<file path="config.mk">
export PLATFORM = sky130hd
export DESIGN_NAME = icache_tag_array
export DESIGN_NICKNAME = d
export VERILOG_FILES = /design/src/logic/icache_pkg.sv /design/src/logic/icache_tag_array.sv
export SDC_FILE = /design/constraint.sdc
export NUM_CORES = 2
export LEC_CHECK = 0
export BUFFER_PORTS_ARGS = -buffer_cell sky130_fd_sc_hd__buf_2
export CAP_MARGIN = 25
export CORE_UTILIZATION = 50
export DETAILED_ROUTE_END_ITERATION = 6
export PLACE_DENSITY = 0.68
export SYNTH_ARGS = -nofsm -noshare
export SYNTH_HDL_FRONTEND = slang
export SYNTH_SLANG_ARGS = --single-unit
</file>
<file path="constraint.sdc">
create_clock -name clk_i -period 8.32 [get_ports clk_i]
set_input_delay 2.496 -clock clk_i [delete_from_list [all_inputs] [get_ports clk_i]]
set_output_delay 2.496 -clock clk_i [all_outputs]
set_load 0.02 [all_outputs]
</file>
<file path="src/logic/icache_pkg.sv">
package icache_pkg;

  // cache geometry
  localparam int ways_c              = 4;
  localparam int sets_c              = 16;
  localparam int vaddr_width_c       = 39;
  localparam int paddr_width_c       = 40;
  localparam int page_offset_width_c = 12;

  // field widths derived from the geometry
  localparam int word_width_c          = 64;
  localparam int instr_width_c         = 32;
  localparam int byte_offset_width_c   = 3;
  localparam int word_offset_width_c   = 2;
  localparam int index_width_c         = 4;
  localparam int way_width_c           = 2;
  localparam int block_offset_width_c  = byte_offset_width_c + word_offset_width_c;
  localparam int tag_width_c           = paddr_width_c - block_offset_width_c - index_width_c;
  localparam int ptag_width_c          = paddr_width_c - page_offset_width_c;

  typedef logic [vaddr_width_c-1:0]         vaddr_t;
  typedef logic [ptag_width_c-1:0]          ptag_t;
  typedef logic [paddr_width_c-1:0]         paddr_t;
  typedef logic [index_width_c-1:0]         index_t;
  typedef logic [word_offset_width_c-1:0]   word_offset_t;
  typedef logic [way_width_c-1:0]           way_t;
  typedef logic [tag_width_c-1:0]           tag_t;
  typedef logic [word_width_c-1:0]          word_t;
  typedef logic [ways_c*word_width_c-1:0]   block_t;
  typedef logic [instr_width_c-1:0]         instr_t;
  // one root bit and one leaf bit per way pair
  typedef logic [ways_c-2:0]                lru_t;

  typedef enum logic [1:0] {
    clear_set,
    invalidate_way,
    set_tag
  } tag_op_e;

endpackage
</file>
<file path="src/logic/icache_tag_array.sv">
`timescale 1ns/1ps

module icache_tag_array
  import icache_pkg::*;
(
  input  logic               clk_i,
  input  logic               reset_i,

  input  logic               lookup_i,
  input  index_t             lookup_index_i,

  input  logic               tag_fill_v_i,
  input  tag_op_e            tag_fill_op_i,
  input  index_t             tag_fill_index_i,
  input  way_t               tag_fill_way_i,
  input  tag_t               tag_fill_tag_i,
  input  logic               tag_fill_valid_i,

  output tag_t [ways_c-1:0]  tags_o,
  output logic [ways_c-1:0]  valid_o
);

  tag_t [ways_c-1:0] tag_mem   [sets_c];
  logic [ways_c-1:0] valid_mem [sets_c];
  logic              fill_we;

  // lookup has priority over fill
  assign fill_we = tag_fill_v_i & ~lookup_i & ~reset_i;

  // read the whole set
  always_ff @(posedge clk_i) begin
    if (!reset_i && lookup_i) begin
      tags_o  <= tag_mem[lookup_index_i];
      valid_o <= valid_mem[lookup_index_i];
    end
  end

  always_ff @(posedge clk_i) begin
    if (fill_we) begin
      case (tag_fill_op_i)
        clear_set: begin
          valid_mem[tag_fill_index_i] <= '0;
        end
        invalidate_way: begin
          valid_mem[tag_fill_index_i][tag_fill_way_i] <= 1'b0;
        end
        set_tag: begin
          tag_mem[tag_fill_index_i][tag_fill_way_i]   <= tag_fill_tag_i;
          valid_mem[tag_fill_index_i][tag_fill_way_i] <= tag_fill_valid_i;
        end
        default: begin
          // unused opcode, no write
        end
      endcase
    end
  end

  // the fourth opcode encoding has no meaning
  assert property (@(posedge clk_i) disable iff (reset_i)
    fill_we |-> tag_fill_op_i inside {clear_set, invalidate_way, set_tag})
    else $error("undefined tag fill opcode %0d", tag_fill_op_i);

endmodule

</file>
### Word level (Yosys, flattened, before mapping)

Memory sizes are Yosys's and may differ from the RTL's. A register that Yosys moved wholly into a read port is not among the register bits.
Cells that the tools add are included.

* output and inout bits: 128
* bits in registers: 0
* bits in writable memories: 2048
* memories: 2

* magnitude comparators: 2
* reduce and logical (&&, ||, !) cells: 4
* mux-type cells: 22
* bitwise logic cells: 12
* eq/ne operators: 2

Memories
* tag_mem: depth 16, width 124, rd ports 1, clocked after Yosys merged registers in 1, write ports 1, RTL line icache_tag_array.sv:23 `tag_t [ways_c-1:0] tag_mem [sets_c];`
* valid_mem: depth 16, width 4, rd ports 1, clocked after Yosys merged registers in 1, write ports 1, RTL line icache_tag_array.sv:24 `logic [ways_c-1:0] valid_mem [sets_c];`

Operators with widths (number)
* $mux 124: 1
* $demux 31 s2: 1
* $mux 31: 1
* $mux 1: 16
* $mux 4: 2
* $or 1x1->1: 8
* $lt 2x3->1 const B: 1
* $and 1x1->1: 2
* $demux 1 s2: 1
* $eq 2x1->1 const B: 1
* $eq 2x2->1 const B: 1
* $ge 2x1->1 const B: 1
* $logic_and 1x1->1: 2
* $logic_not 2->1: 1
* $not 1->1: 2
* $logic_not 1->1: 1

### Longest topological paths before layout

* word-level depth: 7
* depth in mapped cells: 7
* depth with buffers taken out: 3

### Worst setup path after synthesis

OpenSTA, ideal clock, no wires.

* kind: input port to flip-flop
* start: input port reset_i
* end: register tags_o[0] (netlist bit) (read register of tag_mem), enable pin
* arrival time: 8.177 ns
* stages on the path: 1
* slack: -0.491 ns
* required time: 7.686 ns
* path through: nor2b_1

* word-level cells in the longest chain between the ends: 2

RTL lines
* from (decl): RTL line icache_tag_array.sv:7 `input logic reset_i,`
* $logic_not 1->1: RTL line icache_tag_array.sv:32 `if (!reset_i && lookup_i) begin`
* $logic_and 1x1->1: RTL line icache_tag_array.sv:32
* to (decl): RTL line icache_tag_array.sv:19 `output tag_t [ways_c-1:0] tags_o,`

No other way between the ends.

### Final worst setup path

* start: input port reset_i
* end: memory tag_mem[0][96] (netlist bit), enable pin

* word-level cells in the longest chain between the ends: 4

RTL lines
* $not 1->1: RTL line icache_tag_array.sv:28 `assign fill_we = tag_fill_v_i & ~lookup_i & ~reset_i;`
* $and 1x1->1: RTL line icache_tag_array.sv:28
* $mux 1: RTL line icache_tag_array.sv:39 `if (fill_we) begin`
* $mux 124 (not written as such): RTL line icache_tag_array.sv:48 `tag_mem[tag_fill_index_i][tag_fill_way_i] <= tag_fill_tag_i;`
* to (decl): RTL line icache_tag_array.sv:23

No other way between the ends.

==> summary.txt <==
dominant cell type by area after synthesis: edfxtp_1
Setup TNS Final: 0 ns
Final Worst Setup Slack: 3.42 ns
drt first pass iters: 6
Worst Hold Class: flip-flop to flip-flop
FF+latch count, synth: 2176
Starting Density: 0.506
worst slew pin tran: 1.27 ns
Chip Width: 406 um
DRC viols: 0
GR Overflow Total: 0
area post-placement: 86400 um^2
final setup fails: 0
pin count of the biggest net entering global routing: 109
Pint: 17.8 mW
worst r2r src: tag_mem[7][106]$_DFFE_PP_
die height: 406 um
Clock Skews: 0.0321 ns
Avg Cell Area, Syn: 23.0 um^2
Syn-to-layout area delta: 14.5%
initial antenna violation count: 9
status: completed
Finished Cell Area: 93400 um^2
cts bufs inserted: 208
DRT Wirelength: 195 mm
hold path start: tag_mem[12][113]$_DFFE_PP_
Synth warnings: 0
CTS tree: built
area share of the largest cell type after synthesis: 0.801
Clock power frac: 0.415
CP required: 8.76 ns
Layout Cells excl Fill: 6229
sequential share of the synthesized area: 0.801
final antenna-violating net count: 0
PostCTS Resize Cnt: 0
hold path depth: 3
fin crit share: 0.590
Final Util: 0.579
core area: 161000 um^2
min cycle time layout: 4.90 ns
placer congestion estimate: 0.796
fraction of layout cells with a size suffix above 1: 0.301
most frequent cells in the layout: edfxtp_1 (2176), mux4_2 (464), clkbuf_16 (211)
final hold violation count: 0
commonest non-fill, non-tap cell in the layout: edfxtp_1
Synth cell types: 31
Starting DRT DRC Count: 4992
# placed instances: 5826
Worst Path Max Fanout: 31
IO buf count: 175
htree depth: 4
r2r setup slk: 6.34 ns
vias in the first global route: 38400
number of flops mapped to enable cells by yosys: 2176
Worst slew margin: 0.151
post-DP HPWL: 110 mm
sequential share of power: 0.541
Final Max Slew Viols: 0
dpl ws: 2.28 ns
Synth Cell Area: 81600 um^2
R2R depth: 3
Synth async-reset ratio: 0
clk slew on worst S/H paths: 0.07 ns
RSZ-0062 raised after global routing: false
Synth Instances: 3548
Nets: 3939
main flop type after synthesis: edfxtp_1
CP arrival: 5.35 ns
total leakage power: 29.1 nW
Power, Total: 22.4 mW
wire per inst: 31.3 um
Setup crit end kind: flip-flop
switching share of total power: 0.208
Combinational Power Share: 0.044
Area contributors post-synth: edfxtp_1 (80%), mux4_2 (13%), a22oi_1 (1.8%)
WHS: 0.743 ns
fmax: 0.204 GHz
global router's overall resource usage: 0.239
# IOs: 176
CTS Hold Bufs: 0
Cell Rows: 147
via density per instance: 6.18
Reg-to-Reg End: tags_o[106]$_DFFE_PP_
Clock Sinks: 2176
Vias: 38500
Post-CTS Setup Bufs: 0
CTS root buf: clkbuf_16
startpoint class of the critical path: input pin
worst vdd ir: 0.000219 V
pwr dens: 240 nW/um^2
Die ar.: 165000 um^2
total of max-cap violations: 0
Worst-Skew Late Latency: 0.83 ns
Longest Clk Path Bufs: 3
syn_nets: 3596
first-pass GRT wire length: 278 mm
CP Class: input pin to flip-flop
WHS Endpoint: tags_o[113]$_DFFE_PP_
net switching power: 4.67 mW
[sequential cells by signal, indices dropped and copies added, names as in the netlist]
signal / count
valid_o: 4
tag_mem: 1984
tags_o: 124
valid_mem: 64
[critical path: stages]
cell	delay, ns
buf_2	0.13
nor4b_4	0.66
nand3_2	0.91
nor2_4	1.11
[cells in the mapped netlist (25+ instances only)]
master / n
nand2_1: 97
buf_4: 25
buf_2: 57
nor2_1: 143
a22oi_1: 196
mux4_2: 464
nor2b_1: 42
clkbuf_1: 73
mux2_2: 73
edfxtp_1: 2176
o221ai_1: 29
mux2i_1: 43
[how the worst max path moves through the flow]
stage          startpoint                        end  slack [ns]  cells after the start
3_5_place_dp     lookup_i   tag_mem[8][34]$_DFFE_PP_        2.28                      5
6_report          reset_i   tag_mem[0][96]$_DFFE_PP_        3.42                      4
5_1_grt          lookup_i  tag_mem[0][110]$_DFFE_PP_        3.26                      4
2_1_floorplan    lookup_i        tags_o[0]$_DFFE_PP_        2.05                      1
4_1_cts           reset_i   tag_mem[8][45]$_DFFE_PP_        3.14                      5
3_3_place_gp     lookup_i   tag_mem[7][67]$_DFFE_PP_        2.19                      5
[area by class of cell]
cell class                      instances  area (um^2)
Fill cell                           11400        67900
Timing Repair Buffer                  321         2810
Clock buffer                          253         5440
Inverter                                2         7.51
Antenna cell                            4         10.0
Multi-Input combinational cell       1182        15800
Clock inverter                        131         1250
Sequential cell                      2176        65300
Tap cell                             2160         2700
[cells by family (layout without fill, tap and decap cells)]
logic type,count (synthesis),in the layout,share of synthesized area
AND/OR/NAND/NOR,314,314,0.0168
flip-flops,2176,2176,0.801
other,0,4,0
multiplexers,581,581,0.144
buffers and inverters,190,707,0.0119
AO/OA/AOI/OAI,287,287,0.0266
[per-layer routing]
| layer | part of all wire | global-route usage | vias up |
|---|---|---|---|
| li1 | - | - | 15800 |
| met1 | 0.40 | 0.334 | 20600 |
| met2 | 0.50 | 0.392 | 1821 |
| met3 | 0.078 | 0.0390 | 279 |
| met4 | 0.026 | 0.0693 | 0 |
| met5 | 0 | 0 | - |
[power by group through the flow]
stage	clock network [mW]	registers [mW]	logic, mW
2_1_floorplan	0	12.4	0.495
3_3_place_gp	0	12.4	0.984
3_5_place_dp	0	12.4	0.999
4_1_cts	9.42	12.1	1.00
5_1_grt	9.85	12.1	1.05
6_report	9.31	12.1	0.988
(Power assumes the default switching activity.)
