**src/logic/icache_pkg.sv**
```systemverilog
package icache_pkg;

  // cache geometry
  localparam int ways_c              = 4;
  localparam int sets_c              = 16;
  localparam int vaddr_width_c       = 39;
  localparam int paddr_width_c       = 40;
  localparam int page_offset_width_c = 12;

  // field widths derived from the geometry
  localparam int word_width_c          = 64;
  localparam int instr_width_c         = 32;
  localparam int byte_offset_width_c   = 3;
  localparam int word_offset_width_c   = 2;
  localparam int index_width_c         = 4;
  localparam int way_width_c           = 2;
  localparam int block_offset_width_c  = byte_offset_width_c + word_offset_width_c;
  localparam int tag_width_c           = paddr_width_c - block_offset_width_c - index_width_c;
  localparam int ptag_width_c          = paddr_width_c - page_offset_width_c;

  typedef logic [vaddr_width_c-1:0]         vaddr_t;
  typedef logic [ptag_width_c-1:0]          ptag_t;
  typedef logic [paddr_width_c-1:0]         paddr_t;
  typedef logic [index_width_c-1:0]         index_t;
  typedef logic [word_offset_width_c-1:0]   word_offset_t;
  typedef logic [way_width_c-1:0]           way_t;
  typedef logic [tag_width_c-1:0]           tag_t;
  typedef logic [word_width_c-1:0]          word_t;
  typedef logic [ways_c*word_width_c-1:0]   block_t;
  typedef logic [instr_width_c-1:0]         instr_t;
  // one root bit and one leaf bit per way pair
  typedef logic [ways_c-2:0]                lru_t;

  typedef enum logic [1:0] {
    clear_set,
    invalidate_way,
    set_tag
  } tag_op_e;

endpackage
```
**src/logic/icache_pipeline.sv**
```systemverilog
`timescale 1ns/1ps

module icache_pipeline
  import icache_pkg::*;
(
  input  logic               clk_i,
  input  logic               reset_i,

  input  vaddr_t             vaddr_i,
  input  logic               vaddr_v_i,
  output logic               vaddr_ready_o,
  input  ptag_t              ptag_i,
  input  logic               ptag_v_i,
  input  logic               poison_i,

  output instr_t             data_o,
  output logic               data_v_o,
  output logic               miss_o,

  output logic               cache_req_v_o,
  output paddr_t             cache_req_addr_o,
  input  logic               cache_req_ready_i,
  input  logic               cache_req_complete_i,

  output logic               lookup_o,
  input  tag_t  [ways_c-1:0] tags_i,
  input  logic  [ways_c-1:0] valid_i,
  input  word_t [ways_c-1:0] words_i,

  output logic               hit_o,
  output way_t               hit_way_o,
  output index_t             tv_index_o,
  output logic  [ways_c-1:0] tv_valid_o
);

  logic               tl_we;
  logic               v_tl_r;
  vaddr_t             vaddr_tl_r;

  logic               tv_we;
  logic               v_tv_r;
  paddr_t             paddr_tv_r;
  tag_t  [ways_c-1:0] tags_tv_r;
  logic  [ways_c-1:0] valid_tv_r;
  word_t [ways_c-1:0] words_tv_r;

  tag_t               addr_tag_tv;
  word_offset_t       offset_tv;
  logic  [ways_c-1:0] hit_v;
  logic               hit_any;
  way_t               hit_way;
  word_t              word_picked;
  logic               miss_tv;
  logic               miss_tracker_r;

  // TL stage
  assign tl_we    = vaddr_v_i & cache_req_ready_i;
  assign lookup_o = tl_we;

  always_ff @(posedge clk_i) begin
    if (reset_i) begin
      v_tl_r <= 1'b0;
    end else begin
      v_tl_r <= tl_we;
    end
  end

  always_ff @(posedge clk_i) begin
    if (tl_we) begin
      vaddr_tl_r <= vaddr_i;
    end
  end

  // TV stage
  // poison kills the TL entry
  assign tv_we = v_tl_r & ptag_v_i & ~poison_i;

  always_ff @(posedge clk_i) begin
    if (reset_i) begin
      v_tv_r <= 1'b0;
    end else begin
      v_tv_r <= tv_we;
    end
  end

  always_ff @(posedge clk_i) begin
    if (tv_we) begin
      paddr_tv_r <= {ptag_i, vaddr_tl_r[page_offset_width_c-1:0]};
      tags_tv_r  <= tags_i;
      valid_tv_r <= valid_i;
      words_tv_r <= words_i;
    end
  end

  assign addr_tag_tv = paddr_tv_r[paddr_width_c-1 -: tag_width_c];
  assign offset_tv   = paddr_tv_r[byte_offset_width_c +: word_offset_width_c];
  assign tv_index_o  = paddr_tv_r[block_offset_width_c +: index_width_c];
  assign tv_valid_o  = valid_tv_r;

  // tag compare
  for (genvar i = 0; i < ways_c; i++) begin : g_hit
    assign hit_v[i] = valid_tv_r[i] & (tags_tv_r[i] == addr_tag_tv);
  end

  assign hit_any = |hit_v;

  // lowest hitting way wins
  always_comb begin
    hit_way = '0;
    for (int i = ways_c - 1; i >= 0; i--) begin
      if (hit_v[i]) begin
        hit_way = way_t'(i);
      end
    end
  end

  // banks are rotated by word offset
  assign word_picked = words_tv_r[hit_way ^ offset_tv];
  assign data_o = paddr_tv_r[byte_offset_width_c-1]
    ? word_picked[instr_width_c +: instr_width_c]
    : word_picked[instr_width_c-1:0];

  assign miss_tv   = v_tv_r & ~hit_any;
  assign data_v_o  = v_tv_r & hit_any;
  assign hit_o     = data_v_o;
  assign hit_way_o = hit_way;

  // block request
  assign cache_req_v_o    = miss_tv & cache_req_ready_i;
  assign cache_req_addr_o = {paddr_tv_r[paddr_width_c-1:block_offset_width_c],
                             {block_offset_width_c{1'b0}}};

  // miss tracker
  always_ff @(posedge clk_i) begin
    if (reset_i) begin
      miss_tracker_r <= 1'b0;
    end else if (cache_req_v_o) begin
      miss_tracker_r <= 1'b1;
    end else if (cache_req_complete_i) begin
      miss_tracker_r <= 1'b0;
    end
  end

  assign miss_o        = miss_tv | miss_tracker_r;
  assign vaddr_ready_o = cache_req_ready_i & ~cache_req_v_o & ~miss_tracker_r;

  // the fill engine never places one tag in two ways of a set
  assert property (@(posedge clk_i) disable iff (reset_i) v_tv_r |-> $onehot0(hit_v))
    else $error("multiple ways hit in set %0d", tv_index_o);

  // fetches behind a miss must be poisoned until the fill completes
  assert property (@(posedge clk_i) disable iff (reset_i) cache_req_v_o |-> !miss_tracker_r)
    else $error("block request while a miss is outstanding");

endmodule

```
**config.mk**
```make
export PLATFORM = sky130hd
export DESIGN_NAME = icache_pipeline
export DESIGN_NICKNAME = d
export VERILOG_FILES = /design/src/logic/icache_pkg.sv /design/src/logic/icache_pipeline.sv
export SDC_FILE = /design/constraint.sdc
export NUM_CORES = 1
export LEC_CHECK = 0
export BUFFER_PORTS_ARGS = -buffer_cell sky130_fd_sc_hd__buf_2
export CAP_MARGIN = 5
export CORE_MARGIN = 2
export CORE_UTILIZATION = 35
export CTS_CLUSTER_SIZE = 16
export DETAILED_ROUTE_END_ITERATION = 8
export PLACE_DENSITY_LB_ADDON = 0.1
export SLEW_MARGIN = 0
export SYNTH_ARGS = -nofsm -noshare
export SYNTH_HDL_FRONTEND = slang
export SYNTH_SLANG_ARGS = --single-unit
```
**constraint.sdc**
```tcl
create_clock -name clk_i -period 54.8 [get_ports clk_i]
set_input_delay 2.74 -clock clk_i [delete_from_list [all_inputs] [get_ports clk_i]]
set_output_delay 2.74 -clock clk_i [all_outputs]
set_load 0.01 [all_outputs]
```
Yosys cells after proc, flatten, opt, wreduce, memory -nomap -nowiden
Index checks and enable logic that the tools add are counted.
{"block": "word_totals", "register_bits": 439, "ram_bits": 0, "in_bits": 458, "latchBits": 0, "romBits": 0, "elab_cells": 48, "n_memories": 0}
{"block": "classes", "bitwise_logic": 18, "reduce_logical": 2, "n_div": 0, "n_lt_le_gt_ge": 1, "add_sub_neg": 0, "n_shift": 0, "muxes": 9, "mul": 0, "n_eq_ne": 4}
{"op": "$bmux 64 s2", "count": 1}
{"op": "$eq 31x31->1", "count": 4}
{"op": "$mux 64", "count": 1}
{"op": "$mux 32", "count": 1}
{"op": "$and 1x1->1", "count": 12}
{"op": "$mux 2", "count": 4}
{"op": "$not 1->1", "count": 4}
{"op": "$reduce_or 4->1", "count": 1}
{"op": "$lt 2x3->1 const B", "count": 1}
{"op": "$mux 1", "count": 2}
{"op": "$reduce_bool 2->1", "count": 1}
{"op": "$xor 2x2->2", "count": 1}
{"op": "$or 1x1->1", "count": 1}

Longest topological paths before layout
{"block": "depth", "ltp_word": 10, "depth_mapped": 13, "ltp_nobuf": 9}

Worst setup path before layout
No wires, ideal clock.
{"block": "synth_path", "path_type": "in2reg", "start": "input port ptag_v_i", "end": "register paddr_tv_r[10] (enable)", "cell_stages": 2, "arrival_time_ns": 20.362, "slack_ns": 33.217, "setup_ns": 1.221, "t_required_ns": 53.579, "cell_sequence": "nand2_1 > nor2_1"}
{"block": "synth_between", "elab_chain_len": 2}
{"element": "start: declaration", "line": "icache_pipeline.sv:13", "text": "input logic ptag_v_i,"}
{"element": "$and 1x1->1 (2 in a row)", "line": "icache_pipeline.sv:76", "text": "assign tv_we = v_tl_r & ptag_v_i & ~poison_i;"}
{"element": "via tv_we", "line": "icache_pipeline.sv:40", "text": "logic tv_we;"}
{"element": "end signal: assignment", "line": "icache_pipeline.sv:88", "text": "paddr_tv_r <= {ptag_i, vaddr_tl_r[page_offset_width_c-1:0]};"}
{"element": "end: declaration", "line": "icache_pipeline.sv:42", "text": "paddr_t paddr_tv_r;"}
The timed path passes the listed nets, and every way through them passes these cells.
A chain may end at the register's enable or synchronous reset.

Worst setup path after layout
{"block": "layout_path", "start": "register paddr_tv_r[35]", "end": "output port data_o[4]"}
{"block": "layout_between", "elab_chain_len": 10, "elab_cells_between_ends": 16, "cone_classes": "eq/ne: 4; mux: 7; bitwise: 5"}
{"element": "$eq 31x31->1", "line": "icache_pipeline.sv:102", "text": "assign hit_v[i] = valid_tv_r[i] & (tags_tv_r[i] == addr_tag_tv);"}
{"element": "$and 1x1->1", "line": "icache_pipeline.sv:102"}
{"element": "$mux 2 (3 in a row)", "line": "icache_pipeline.sv:111", "text": "if (hit_v[i]) begin"}
{"element": "$mux 2 *", "line": "icache_pipeline.sv:111"}
{"element": "$xor 2x2->2 *", "line": "icache_pipeline.sv:118", "text": "assign word_picked = words_tv_r[hit_way ^ offset_tv];"}
{"element": "$bmux 64 s2 *", "line": "icache_pipeline.sv:118"}
{"element": "$mux 64 (implied by the code) *", "line": "icache_pipeline.sv:118"}
{"element": "$mux 32 *", "line": "icache_pipeline.sv:120", "text": "? word_picked[instr_width_c +: instr_width_c]"}
{"element": "end: declaration", "line": "icache_pipeline.sv:16", "text": "output instr_t data_o,"}
Every way passes the cells marked *; elsewhere a longest branch is shown, timed or not. The select of a mux whose other input is x is not followed.

==> impl_results.md <==
- Status: finished clean
- Max_cap viols: 0
- Inserted Clock Buffers: 51
- GRT overflow: 0
- Initial antenna violation count: 40
- Core area: 60100 µm²
- Clk buf depth: 3
- Worst Tran Pin Value: 1.20 ns
- Worst EP required: 52.06 ns
- H-tree Lvls: 2
- Die Wd: 250 µm
- Global-route wire length before repair: 98400 µm
- Crit path max fanout: 90
- Fin. Hold Viols: 0
- Fin area: 25800 µm²
- Syn Std Cell Area: 21200 µm²
- Placed Area: 24100 µm²
- CP bufs+invs: 4
- Worst EP arrival: 6.36 ns
- CTS Hold Bufs: 0
- Number of setup buffers added after CTS: 0
- Skew final: 0.00890 ns
- Slowest stage delay, CP: 0.86 ns
- Residual DRC count: 0
- Synth warn: 0
- Adder-cell share of the synthesized area: 0
- I/O pin count: 546
- Largest net degree at the start of global routing: 229
- Die area: 62700 µm²
- Clock-pin slew on the worst setup and hold paths: 0.06 ns
- Layout cells sized above 1: 0.285
- Post-DP HPWL: 45900 µm
- Critical path class: register to output pin
- DIE HEIGHT: 250 µm
- Main combinational cell family by area after synthesis: compound AO/OA/AOI/OAI gates
- Vias post-DR: 16000
- Clock root buffer: clkbuf_16
- Netlist cell types: 41
- Detailed-route vias per instance: 5.45
- PostCTS Resize Cnt: 0
- Clock Sink Count: 435
- Post-route minimum period: 9.10 ns
- CTS tree: built
- Cell Chain, Critical Path: xor2_1 > nor4_1 > nand4_1 > a211oi_4 > buf_4 > buf_4 > buf_4 > a22oi_1 > a22oi_1 > nand4b_1 > nand2_1 > a22oi_1 > buf_2
- Cell Pwr Density: 28.5 nW/µm²
- Simple-gate share of the synthesized area: 0.0786
- Core Rows: 90
- TNS Setup: 0 ns
- Register area share after synthesis: 0.613
- Initial Utilization: 0.353
- Syn_area_per_cell: 12.7 µm²
- XOR/XNOR share of the synthesized area: 0.0519
- P_leak: 9.07 nW
- Setup crit end kind: output pin
- Count of state elements after synthesis: 435
- Tcrit/Tclk final: 0.166
- Starting DRT DRC Count: 1001
- All-Layer GR Usage: 0.209
- Fmax: 110 MHz
- Setup violators final: 0
- Post-Synthesis Cells: 1679
- Slew headroom: 0.198
- RSZ-0062 raised after global routing: false
- Final wirelength: 67900 µm
- Worst Hold Class: register to register
- Mux contribution to synthesized area: 0.0325
- Vias in the first global route: 15900
- Critical path's slowest cell: buf_4
- Post-synthesis compound-gate area fraction: 0.179
- Routed Antenna Nets: 0
- Synth area leaders: edfxtp_1 (61%), a22oi_1 (9.1%), nand2_1 (4.0%), xnor2_1 (3.1%), a21oi_1 (3.0%)
- Skew-Pair Late Insertion Delay: 0.60 ns
- Wire length per cell: 23.2 µm
- Layout Nets: 2543
- GPL Wtd Cong: 0.803
- Area leader, netlist: edfxtp_1
- Max-slew violations: 0
- Worst setup SP type: register
- Yosys top cell area share: 0.610
- DRT Pass-1 Iters: 5
- Peak supply drop: 0.0000240 V
- Critical path's top delay family: buffers and inverters
- P&R area growth vs syn: 21.3%
- IO Port Bufs: 511
- Filler instances: 5674
-- routing by layer --
| metal | track usage | part of all wire | up-vias |
|---|---|---|---|
| met1 | 0.227 | 0.36 | 7856 |
| met5 | 0 | 0.0041 | - |
| met3 | 0.0643 | 0.077 | 146 |
| li1 | - | - | 7392 |
| met4 | 0.0678 | 0.030 | 44 |
| met2 | 0.385 | 0.53 | 533 |
-- cells in the final DEF, fill, tap and decap left out, drive strengths merged, types with 3 or more instances in the layout --
cell type	instances
nor2	8
clkinv	25
nand2	224
nand4	23
or4	3
a21oi	129
dfxtp	3
diode	18
conb	5
xnor2	77
mux2i	66
and2	34
o22a	32
nor4	14
clkbuf	62
a211oi	34
xor2	48
a221oi	32
bufinv	5
a2111o	32
buf	528
edfxtp	432
a22oi	257
nand4b	32
inv	5
-- power by group --
group	internal, mW	switching [mW]	total (mW)
logic	0.0130	0.00981	0.0228
registers	0.371	0.00264	0.373
clock network	0.196	0.142	0.338
total	0.579	0.155	0.734
-- flip-flops by register name (all words and copies together), names as in the netlist --
name            count
vaddr_tl_r         10
words_tv_r        256
tags_tv_r         124
miss_tracker_r      1
tv_valid_o          4
paddr_tv_r         38
v_tl_r              1
v_tv_r              1
-- cells in the mapped netlist --
cell / instances
or2_1: 1
a221oi_1: 32
nor2b_1: 2
inv_1: 3
a2111o_1: 32
buf_1: 7
o22a_1: 32
a21o_1: 1
nor2_2: 1
nand2_1: 224
mux2_2: 2
buf_2: 18
a311o_1: 1
nand3b_1: 1
nor4_1: 14
and2_1: 34
o21ai_1: 2
a21oi_1: 129
or4_1: 3
a22oi_1: 257
xor2_1: 48
xnor2_2: 1
nand4b_1: 32
mux2i_2: 2
o21bai_1: 2
edfxtp_1: 432
a211oi_1: 32
clkbuf_1: 95
nand4_1: 23
buf_4: 56
mux2i_1: 64
dfxtp_1: 3
nor2_1: 7
a211oi_2: 1
nand3_1: 1
xnor2_1: 76
buf_6: 3
a211oi_4: 1
nor3_1: 2
conb_1: 1
and4_1: 1
-- layout make-up --
| type | instances | area, µm² | share of cell area |
|---|---|---|---|
| Clock buffer | 62 | 1320 | 0.0511 |
| Timing Repair Buffer | 528 | 2710 | 0.105 |
| Sequential cell | 435 | 13000 | 0.506 |
| Multi-Input combinational cell | 1066 | 7340 | 0.285 |
| Tap cell | 782 | 978 | 0.0380 |
| Clock inverter | 34 | 328 | 0.0127 |
| Antenna cell | 18 | 45.0 | 0.00175 |
| Inverter | 3 | 11.3 | 0.000437 |
-- worst paths after layout --
path / endpoint / slack (ns) / cells after the start / startpoint
setup / recovery: data_o[4] / 45.70 / 13 / paddr_tv_r[35]
hold / removal: paddr_tv_r[3] / 0.42 / 0 / vaddr_tl_r[3]
setup reg to reg: words_tv_r[141] / 51.74 / 4 / v_tl_r
hold reg to reg: paddr_tv_r[3] / 0.42 / 0 / vaddr_tl_r[3]
-- metrics by stage --
stage	hold WS [ns]	util	setup WS, ns	total power [mW]	cells
after CTS	0.421	0.428	45.71	0.744	2910
after global placement	0.402	0.400	46.50	0.403	2814
after detailed placement	0.407	0.400	46.36	0.404	2814
after global routing	0.425	0.428	45.28	0.758	2921
after floorplan	0.400	-	33.22	0.388	1683
final	0.419	0.428	45.70	0.734	2928
-- cell families (layout without fill, tap and decap cells) --
group                     after synthesis  count (layout)
muxes                                  68              68
AOI/OAI and AO/OA                     522             522
buffers and inverters                 182             627
DFF                                   435             435
other                                   1              23
xor gates and xnor gates              125             125
and+or+nand+nor                       346             346
Note: power is estimated with default switching activity, not from simulation.
