File: src/logic/icache_pkg.sv
package icache_pkg;

  // cache geometry
  localparam int ways_c              = 4;
  localparam int sets_c              = 16;
  localparam int vaddr_width_c       = 39;
  localparam int paddr_width_c       = 40;
  localparam int page_offset_width_c = 12;

  // field widths derived from the geometry
  localparam int word_width_c          = 64;
  localparam int instr_width_c         = 32;
  localparam int byte_offset_width_c   = 3;
  localparam int word_offset_width_c   = 2;
  localparam int index_width_c         = 4;
  localparam int way_width_c           = 2;
  localparam int block_offset_width_c  = byte_offset_width_c + word_offset_width_c;
  localparam int tag_width_c           = paddr_width_c - block_offset_width_c - index_width_c;
  localparam int ptag_width_c          = paddr_width_c - page_offset_width_c;

  typedef logic [vaddr_width_c-1:0]         vaddr_t;
  typedef logic [ptag_width_c-1:0]          ptag_t;
  typedef logic [paddr_width_c-1:0]         paddr_t;
  typedef logic [index_width_c-1:0]         index_t;
  typedef logic [word_offset_width_c-1:0]   word_offset_t;
  typedef logic [way_width_c-1:0]           way_t;
  typedef logic [tag_width_c-1:0]           tag_t;
  typedef logic [word_width_c-1:0]          word_t;
  typedef logic [ways_c*word_width_c-1:0]   block_t;
  typedef logic [instr_width_c-1:0]         instr_t;
  // one root bit and one leaf bit per way pair
  typedef logic [ways_c-2:0]                lru_t;

  typedef enum logic [1:0] {
    clear_set,
    invalidate_way,
    set_tag
  } tag_op_e;

endpackage
File: src/logic/icache_replacement.sv
`timescale 1ns/1ps

module icache_replacement
  import icache_pkg::*;
(
  input  logic              clk_i,
  input  logic              reset_i,

  input  logic              hit_i,
  input  way_t              hit_way_i,
  input  index_t            tv_index_i,
  input  logic [ways_c-1:0] valid_i,

  input  logic              cache_req_v_i,
  output way_t              repl_way_o,
  output logic              repl_way_v_o
);

  lru_t lru_r [sets_c];
  lru_t lru_cur;
  lru_t lru_next;
  way_t lru_way;
  way_t invalid_way;
  logic invalid_exist;

  assign lru_cur = lru_r[tv_index_i];

  // bit 0 root, bit 1 leaf of ways 0/1, bit 2 leaf of ways 2/3
  always_comb begin
    lru_next    = lru_cur;
    lru_next[0] = ~hit_way_i[1];
    if (hit_way_i[1]) begin
      lru_next[2] = ~hit_way_i[0];
    end else begin
      lru_next[1] = ~hit_way_i[0];
    end
  end

  assign lru_way = lru_cur[0] ? {1'b1, lru_cur[2]} : {1'b0, lru_cur[1]};

  // first invalid way
  always_comb begin
    invalid_way = '0;
    for (int i = ways_c - 1; i >= 0; i--) begin
      if (!valid_i[i]) begin
        invalid_way = way_t'(i);
      end
    end
  end

  assign invalid_exist = ~&valid_i;

  always_ff @(posedge clk_i) begin
    if (reset_i) begin
      for (int s = 0; s < sets_c; s++) begin
        lru_r[s] <= '0;
      end
    end else if (hit_i) begin
      lru_r[tv_index_i] <= lru_next;
    end
  end

  always_ff @(posedge clk_i) begin
    if (reset_i) begin
      repl_way_v_o <= 1'b0;
    end else begin
      repl_way_v_o <= cache_req_v_i;
    end
  end

  // invalid ways are refilled before any valid one is evicted
  always_ff @(posedge clk_i) begin
    if (cache_req_v_i) begin
      repl_way_o <= invalid_exist ? invalid_way : lru_way;
    end
  end

endmodule

File: config.mk
export PLATFORM = sky130hd
export DESIGN_NAME = icache_replacement
export DESIGN_NICKNAME = d
export VERILOG_FILES = /design/src/logic/icache_pkg.sv /design/src/logic/icache_replacement.sv
export SDC_FILE = /design/constraint.sdc
export NUM_CORES = 1
export LEC_CHECK = 0
export ABC_AREA = 1
export ABC_CLOCK_PERIOD_IN_PS = 1980
export BUFFER_PORTS_ARGS = -buffer_cell sky130_fd_sc_hd__buf_4
export CAP_MARGIN = 20
export CORE_MARGIN = 5
export CORE_UTILIZATION = 50
export CTS_CLUSTER_SIZE = 28
export DETAILED_ROUTE_END_ITERATION = 6
export PLACE_DENSITY_LB_ADDON = 0.05
export SLEW_MARGIN = 5
export SYNTH_ARGS = -nofsm -noshare
export SYNTH_HDL_FRONTEND = slang
export SYNTH_SLANG_ARGS = --single-unit
File: constraint.sdc
create_clock -name clk_i -period 1.98 [get_ports clk_i]
set_clock_uncertainty 0.15 [all_clocks]
set_input_delay 0.099 -clock clk_i [delete_from_list [all_inputs] [get_ports clk_i]]
set_output_delay 0.099 -clock clk_i [all_outputs]
set_load 0.05 [all_outputs]
# After elaboration in Yosys (flattened, before gate mapping)
# Memory sizes are Yosys's and may differ from the RTL's.
# Index checks and enable logic that the tools add are counted.
[classes] reduce_logical=2 bitwise=2 mux=16
[op_table] op="2-to-1 mux 2 bit" n=6
[op_table] op="2-to-1 mux 1 bit" n=8
[op_table] op="2-to-1 mux 4 bit" n=1
[op_table] op="AND reduction 4 bit" n=1
[op_table] op="2-to-1 mux 3 bit" n=1
[op_table] op="OR reduction 3 bit" n=1
[op_table] op="inverter 1 bit" n=2
[word_totals] n_memories=1 ram_bits=48 ff_bits=3 input_bits=14 elab_cells=23 output_inout_bits=3
[mem_list] memory="lru_r" words=16 width=3 rd=1 rd_clocked_by_memory_dff=0 wr=16 line_no="icache_replacement.sv:19" source="lru_t lru_r [sets_c];"

# Depth between registers and ports, before layout
# Gate-level depths: netlist (run 1).
[logic_depth] ltp_word=5 depth_mapped=15

# Worst setup path before layout (run 1)
# No wires, ideal clock.
[synth_path] path_kind="input-to-reg" from="in tv_index_i[0]" to="reg repl_way_o[0] (data pin)" arrival_ns=1.102 setup_time_ns=0.253 path_slack_ns=0.475 path_stages=13 path_cell_list="buf_6 buf_4 buf_4 nand2_1 nand2_1 nand2_1 nand2_1 nand2_1 nand2_1 nor2_1 nand2_1 nand3_1 nand2_1"
[synth_between] elab_chain_len=3
[synth_rtl] element="from (decl)" line_no="icache_replacement.sv:11" source="input index_t tv_index_i,"
[synth_rtl] element="memory (16 x 3 bit)"
[synth_rtl] element="2-to-1 mux 2 bit" line_no="icache_replacement.sv:39" source="assign lru_way = lru_cur[0] ? {1'b1, lru_cur[2]} : {1'b0, lru_cur[1]};"
[synth_rtl] element="2-to-1 mux 2 bit" line_no="icache_replacement.sv:74" source="repl_way_o <= invalid_exist ? invalid_way : lru_way;"
[synth_rtl] element="to (signal assigned)" line_no="icache_replacement.sv:74"
[synth_rtl] element="to (decl)" line_no="icache_replacement.sv:15" source="output way_t repl_way_o,"
# No other way between the ends.
# A chain may end at the register's enable or synchronous reset.

==> results.cfg, run 1 <==
[run_status]
status = completed

[floorplan]
start_util_pct = 51.3
core_area_um2 = 5110
dieWidth_um = 82.4
ios = 17
die-area_um2 = 6790
dieHeight_um = 82.4
rows = 26

[placement]
post-dp-hpwl_mm = 3.69
place.port_buffers = 16
place.gp.congestion = 0.812

[setup_path]
required_ps = 1840
max_stage_delay_ps = 540
start_kind = input pin
cp_num_buf_inv = 3
cp.arrival_ps = 1680
crit_fanout = 4
slowest_stage = dlygate4sd3_1
crit_chain = dlygate4sd3_1 -> buf_4 -> clkinv_1 -> nand2_1 -> nor3_2 -> nand2_1 -> nand2_1
critical_path.most_common_cell = nand2_1
path_class = input pin to register
crit_family = simple AND/OR/NAND/NOR gates
cp-end-kind = register

[synthesis]
ys.flop_type = edfxtp_1
yosysWarnings = 0
synth_area_leader_cell = edfxtp_1
synthCells = 309
yosys.cell_count.top_type = nand2_1
synth-async-reset-ratio_pct = 0
synth_top_area_share_pct = 57.3
yosysUniqueCellTypes = 19
synthTopCellsByArea = edfxtp_1 (57%), nand2_1 (23%), nor2_1 (7.0%)
syn_area_um2 = 2620
synth_edf_count = 50
ys_seq_area_share_pct = 58.0
synth_nets = 323
synth-seq-cells = 51
syn_area_per_cell_um2 = 8.49
synthTopCellsByCount = nand2_1 (164), edfxtp_1 (50), nor2_1 (49), inv_1 (9), nor2_2 (7)

[drt]
vias_per_cell = 4.93
drc = 0
totalWireLength_mm = 5.44
avgRoutedWirePerCell_um = 13.5
first_iter_violations = 159
firstDrtPassIters = 4
ant_nets = 0
vias = 1983

[clock_tree]
path_clk_slew_ps = 90
max-clock-path-buffers = 2
cts.repair.resized = 0
numCtsBuffers = 5
cts_tree = built
htree_levels = 2
clock_tree.root_cell = clkbuf_8
clock_sinks = 51
cts_setup_buffers = 0
clk_latency_ps = 300

[power]
finalPower_mw = 2.08
p_leak_nw = 1.31
p_per_area_nw_per_um2 = 714
irDropWorstVdd_v = 0.000432

[grt]
grt.total_usage_pct = 17.9
grt_pass1_vias = 1909
grt_pass1_wl_mm = 8.87
grt_max_degree = 27
grt.overflow.total = 0
antenna_found_initial = 0

[final_layout]
seq_area_um2 = 1520
final_util_pct = 57.1
nNetsFinal = 344
multi_input_area_um2 = 950
fillers = 488
drive_above_1_share_pct = 12.7
area_growth_pct = 11.2

[timing]
worst_pin_slew_ps = 492
fin_setup_tns_ps = 0
slew_headroom_pct = 67.1
hold_violations = 0
setup-violations-final = 0
rsz0062_at_grt = false
period_share_pct = 91.7
drv_slew = 0
finalCriticalPeriod_ps = 1810
worst_hold_slack_ps = 22.2
max_freq_mhz = 551

[flow_run]
drv_cap = 0

[min_path]
hold_class = input pin to register
## report_power, final
| part | switching (mW) | internal (mW) | leakage (nW) | total, mW |
|---|---|---|---|---|
| clock | 0.326 | 0.242 | 0.0403 | 0.568 |
| sequential | 0.0143 | 1.23 | 0.513 | 1.25 |
| combinational | 0.184 | 0.0856 | 0.758 | 0.269 |
| total | 0.524 | 1.56 | 1.31 | 2.08 |
## path summary, 6_finish.rpt
kind,from,end,slack (ps),depth (start not counted)
worst max-delay path,reset_i,lru_r[7][2],170,7
worst min-delay path,valid_i[1],repl_way_o[0],20,4
worst max register to register,lru_r[0][2],lru_r[14][2],300,10
worst min register to register,lru_r[11][2],repl_way_o[0],810,8
## cell type report
class | instances | area share (%)
Tap cell | 70 | 3.00
Inverter | 11 | 1.50
Multi-Input combinational cell | 234 | 32.6
Sequential cell | 51 | 52.2
Antenna cell | 1 | 0.0858
Clock inverter | 2 | 0.258
Timing Repair Buffer | 27 | 7.90
Clock buffer | 6 | 2.49
## tightest hold or removal path: stages
cell and delay, ps:
buf_4 110, o21ai_0 60, nand2_1 50, nand2_1 50
## stage by stage
step	area, um2	instances	setup slack, ps
global placement	2770	387	259
finish	2920	402	165
floorplan	2620	309	475
CTS	2910	401	171
detailed placement	2770	387	230
global route	2910	401	62.0
## registers in the layout (all words and copies together), names as in the netlist
name / count
lru_r: 48
repl_way_o: 2
repl_way_v_o: 1
## logic make-up (layout without fill, tap and decap cells)
kind of cell           after synthesis  after routing  share of synthesized area [%]
and+or+nand+nor                    232            232                           35.8
DFF                                 51             51                           58.0
buffers and inverters               24             46                           5.77
AOI/OAI and AO/OA                    2              2                          0.429
other                                0              1                              0
## placed cells by master, fill, tap and decap left out
master,instances
a31oi_1,1
buf_12,1
buf_4,20
clkbuf_1,1
clkbuf_8,5
clkinv_1,3
dfxtp_1,1
diode_2,1
dlygate4sd3_1,6
edfxtp_1,50
inv_1,9
inv_4,1
nand2_1,164
nand2_2,2
nand2_4,2
nand3_1,4
nor2_1,49
nor2_2,7
nor3_2,4
o21ai_0,1
## per-layer routing
metal  routed length, um  global-route usage, %
met1                2270                   22.0
met2                2880                   31.3
met3                 212                   2.93
met4                  74                   7.31
met5                   0                      0
## repair_timing
action                                 4_1_cts  5_1_grt
endpoints found under the hold margin        5        0
hold buffers                                 6        0
setup endpoints to repair                    0        0
Power figures use the tool's default switching activity.
==> run 2: changes to the inputs <==
Settings changed: RECOVER_POWER set to 25.
==> run 2 against run 1 <==
- setup slack better by 18 ps
- clock-buffer cell count unchanged
- critical path type unchanged
- critical endpoint is now lru_r[3][2]
- non-clock buffer count is the same
- largest cell class unchanged
==> results.cfg, run 2 (synthesis gave the netlist of run 1 again) <==
[run_status]
status = completed

[clock_tree]
path_clk_slew_ps = 90
clock_sinks = 51
cts_setup_buffers = 0
max-clock-path-buffers = 2
clk_latency_ps = 300
clock_tree.root_cell = clkbuf_8
cts_tree = built
numCtsBuffers = 5
htree_levels = 2

[final_layout]
largestRegisters = lru_r (48), repl_way_o (2), repl_way_v_o (1)
final_util_pct = 56.6
layout.cells.non_filler = 402
fin_area_um2 = 2890
seq_area_um2 = 1520
fillers = 500
largest_reg_flops = 48
area_growth_pct = 10.2
multi_input_area_um2 = 942
drive_above_1_share_pct = 10.9
nNetsFinal = 344
layout_common_cells = nand2_1 (164), nor2_1 (50), edfxtp_1 (50)
largest-register = lru_r
layout_commonest_cell = nand2_1

[setup_path]
crit_fanout = 4
required_ps = 1840
cp-end-kind = register
path_class = input pin to register
cp.arrival_ps = 1660
start_kind = input pin
reg2reg_depth = 10

[drt]
firstDrtPassIters = 4
vias_per_cell = 4.89
vias = 1966
drc = 0
ant_nets = 0
totalWireLength_mm = 5.46
first_iter_violations = 148
avgRoutedWirePerCell_um = 13.6

[timing]
final.setup.worst_slack_ps = 184
finalCriticalPeriod_ps = 1800
fin_setup_tns_ps = 0
worst_pin_slew_ps = 593
hold_violations = 0
period_share_pct = 90.7
setup-violations-final = 0
drv_slew = 0
rsz0062_at_grt = false
max_freq_mhz = 557
slew_headroom_pct = 60.6
worst_hold_slack_ps = 19.9

[floorplan]
start_util_pct = 51.3
dieWidth_um = 82.4
ios = 17
core_area_um2 = 5110
die-area_um2 = 6790
rows = 26
dieHeight_um = 82.4

[power]
clockPowerShare_pct = 27.5
p_leak_nw = 1.29
irDropWorstVdd_v = 0.000433
pwr-share-seq_pct = 59.9
p_per_area_nw_per_um2 = 720
p_int_mw = 1.55
combPwrFrac_pct = 12.6
p_switching_mw = 0.528
switching_share_pct = 25.4
finalPower_mw = 2.08

[grt]
grt_pass1_wl_mm = 8.87
antenna_found_initial = 0
grt.total_usage_pct = 17.9
grt.overflow.total = 0
grt_max_degree = 27
grt_pass1_vias = 1909

[placement]
place.gp.congestion = 0.812
dpl_cell_area_um2 = 2770
dp_cells = 387
pre_cts_ws_ps = 230
post-dp-hpwl_mm = 3.69
place.port_buffers = 16

[flow_run]
drv_cap = 0

[min_path]
hold_depth = 4
hold_class = input pin to register
[run 2: cell count changes in the layout (fill, tap and decap cells not counted)]
cell and delta:
nand2_4 -1, nand2_2 +1, buf_4 -5, nor2_1 +1, nor2_2 -1, clkbuf_1 +5
[run 2: critical path: stages]
cell and delay [ps]:
dlygate4sd3_1 540, clkbuf_1 120, clkinv_1 70, nand2_1 130, nor3_2 330, nand2_1 190
nand2_1 170
[run 2: layout make-up]
type | instances | area share (%)
diodes | 1 | 0.0866
clock buffers | 6 | 2.51
clock inverters | 2 | 0.260
inverters | 11 | 1.52
multi-input cells | 234 | 32.6
flip-flops and latches | 51 | 52.7
well taps | 70 | 3.03
repair buffers | 27 | 7.32
[run 2: path summary, 6_finish.rpt]
path | start | endpoint | slack [ps]
worst max-delay path | reset_i | lru_r[3][2] | 180
worst min-delay path | valid_i[1] | repl_way_o[0] | 20
worst max register to register | lru_r[6][1] | lru_r[6][1] | 250
worst min register to register | lru_r[11][2] | repl_way_o[0] | 800
[run 2: timing repair]
action / 4_1_cts / 5_1_grt
hold endpoints to repair: 5 / 0
setup endpoints to repair: 0 / 0
hold buffers: 6 / 0
resized for setup: 0 / 0
[run 2: power by group through the flow]
stage	registers (mW)	clock network, mW	logic (mW)
2_1_floorplan	1.28	0	0.184
3_3_place_gp	1.27	0	0.261
3_5_place_dp	1.27	0	0.261
4_1_cts	1.25	0.582	0.272
5_1_grt	1.25	0.626	0.294
6_report	1.25	0.573	0.262
[run 2: metal layers]
metal | global-route usage (%) | share of wire, % | vias up | routed length [um]
li1 | - | - | 1012 | -
met1 | 22.0 | 43 | 916 | 2340
met2 | 31.3 | 52 | 31 | 2860
met3 | 2.93 | 3.3 | 7 | 180
met4 | 7.31 | 1.4 | 0 | 74
met5 | 0 | 0 | - | 0
==> run 3: changes to the inputs <==
Settings changed: ABC_CLOCK_PERIOD_IN_PS 1980 to 2200.
Clock period 1.98 ns to 2.2 ns, I/O delays scaled along.
==> run 3 against run 2 <==
- global-route usage rose by 1.0 points
- via count up 0.66%
- setup slack lost 7.0 ps
- critical path depth unchanged
- power down 10%
- register-to-register slack got worse by 40 ps
- clock-buffer cell count fell by 1
- critical endpoint is now lru_r[5][0]
- largest power group unchanged
==> results.cfg, run 3 (synthesis gave the netlist of run 1 again) <==
[final_layout]
layout.cells.non_filler = 397
largestRegisters = lru_r (48), repl_way_o (2), repl_way_v_o (1)
area_growth_pct = 8.30
fin_area_um2 = 2840
nNetsFinal = 340
fillers = 495
largest_reg_flops = 48
final_util_pct = 55.6
drive_above_1_share_pct = 10.1
largest-register = lru_r
layout_common_cells = nand2_1 (165), nor2_1 (50), edfxtp_1 (50)
n_antenna_cell = 0
layout_commonest_cell = nand2_1

[drt]
firstDrtPassIters = 4
drc = 0
avgRoutedWirePerCell_um = 14.0
ant_nets = 0
vias_per_cell = 4.98
vias = 1979
first_iter_violations = 95
totalWireLength_mm = 5.56

[power]
finalPower_mw = 1.87
p_leak_nw = 1.27
p_per_area_nw_per_um2 = 657
irDropWorstVdd_v = 0.000387

[clock_tree]
clock_tree.root_cell = clkbuf_8
numCtsBuffers = 5
clk_latency_ps = 300
htree_levels = 2
clock_sinks = 51
path_clk_slew_ps = 80
max-clock-path-buffers = 2
cts.repair.resized = 0
cts_tree = built
cts_setup_buffers = 0

[timing]
setup-violations-final = 0
fin_setup_tns_ps = 0
worst_pin_slew_ps = 663
drv_slew = 0
worst_hold_slack_ps = 35.1
rsz0062_at_grt = false
final.setup.worst_slack_ps = 177
period_share_pct = 92.0
slew_headroom_pct = 55.7
max_freq_mhz = 494
hold_violations = 0
finalCriticalPeriod_ps = 2020

[setup_path]
cp_num_buf_inv = 3
crit_family = simple AND/OR/NAND/NOR gates
crit_fanout = 4
critical_path.most_common_cell = nand2_1
cp-end-kind = register
start_kind = input pin
cp.arrival_ps = 1880
max_stage_delay_ps = 540
path_class = input pin to register
slowest_stage = dlygate4sd3_1
crit_chain = dlygate4sd3_1 -> clkbuf_1 -> clkinv_1 -> nand2_1 -> nor3_1 -> nand2_1 -> nand2_1
required_ps = 2060

[min_path]
hold_class = input pin to register

[run_status]
status = completed

[placement]
dp_cells = 383
post-dp-hpwl_mm = 3.69
pre_cts_ws_ps = 235
dpl_cell_area_um2 = 2730
place.gp.congestion = 0.769
place.port_buffers = 16

[grt]
grt.overflow.total = 0
grt.total_usage_pct = 18.9
grt_max_degree = 28
antenna_found_initial = 0
grt_pass1_vias = 1998
grt_pass1_wl_mm = 9.27

[floorplan]
ios = 17
start_util_pct = 51.3
rows = 26
dieHeight_um = 82.4
die-area_um2 = 6790
dieWidth_um = 82.4
core_area_um2 = 5110

[flow_run]
drv_cap = 0
run 3: cell count changes in the layout (fill, tap and decap cells not counted), sizes merged:
cell    previous run  this run
buf               16        12
clkbuf            11        10
clkinv             3         4
diode              1         0
run 3: final timing paths:
path               start            end  slack (ps)  cells after the start
min reg2reg  lru_r[1][2]  repl_way_o[0]         810                     10
min           valid_i[1]  repl_way_o[0]          40                      4
max              reset_i    lru_r[5][0]         180                      7
max reg2reg  lru_r[0][0]  repl_way_o[1]         210                      9
run 3: what timing repair did:
action | CTS | global route
hold buffers | 6 | 0
endpoints found under the setup margin | 0 | 0
hold endpoints to repair | 5 | 0
run 3: final cells by class:
type | instances | area [um2] | share of cell area (%)
Clock buffer | 5 | 68.8 | 2.42
Clock inverter | 3 | 15.0 | 0.529
Inverter | 11 | 43.8 | 1.54
Multi-Input combinational cell | 234 | 935 | 32.9
Sequential cell | 51 | 1520 | 53.6
Tap cell | 70 | 87.6 | 3.08
Timing Repair Buffer | 23 | 169 | 5.95
run 3: metal layers:
metal	global-route usage (%)	share of wire, %	vias up
li1	-	-	1002
met1	21.2	42	907
met2	34.4	51	53
met3	4.23	4.4	17
met4	7.81	2.3	0
met5	0	0	-
run 3: power by group:
part / internal, mW / total [mW] / switching [mW]
clock network: 0.218 / 0.514 / 0.295
registers: 1.11 / 1.12 / 0.0128
logic: 0.0660 / 0.231 / 0.165
total: 1.39 / 1.87 / 0.474
run 3: tightest hold or removal path: cells and delay by family:
family                 cells  cell delay, ps
AO/OA/AOI/OAI              1              60
AND/OR/NAND/NOR            2             100
buffers and inverters      1             110
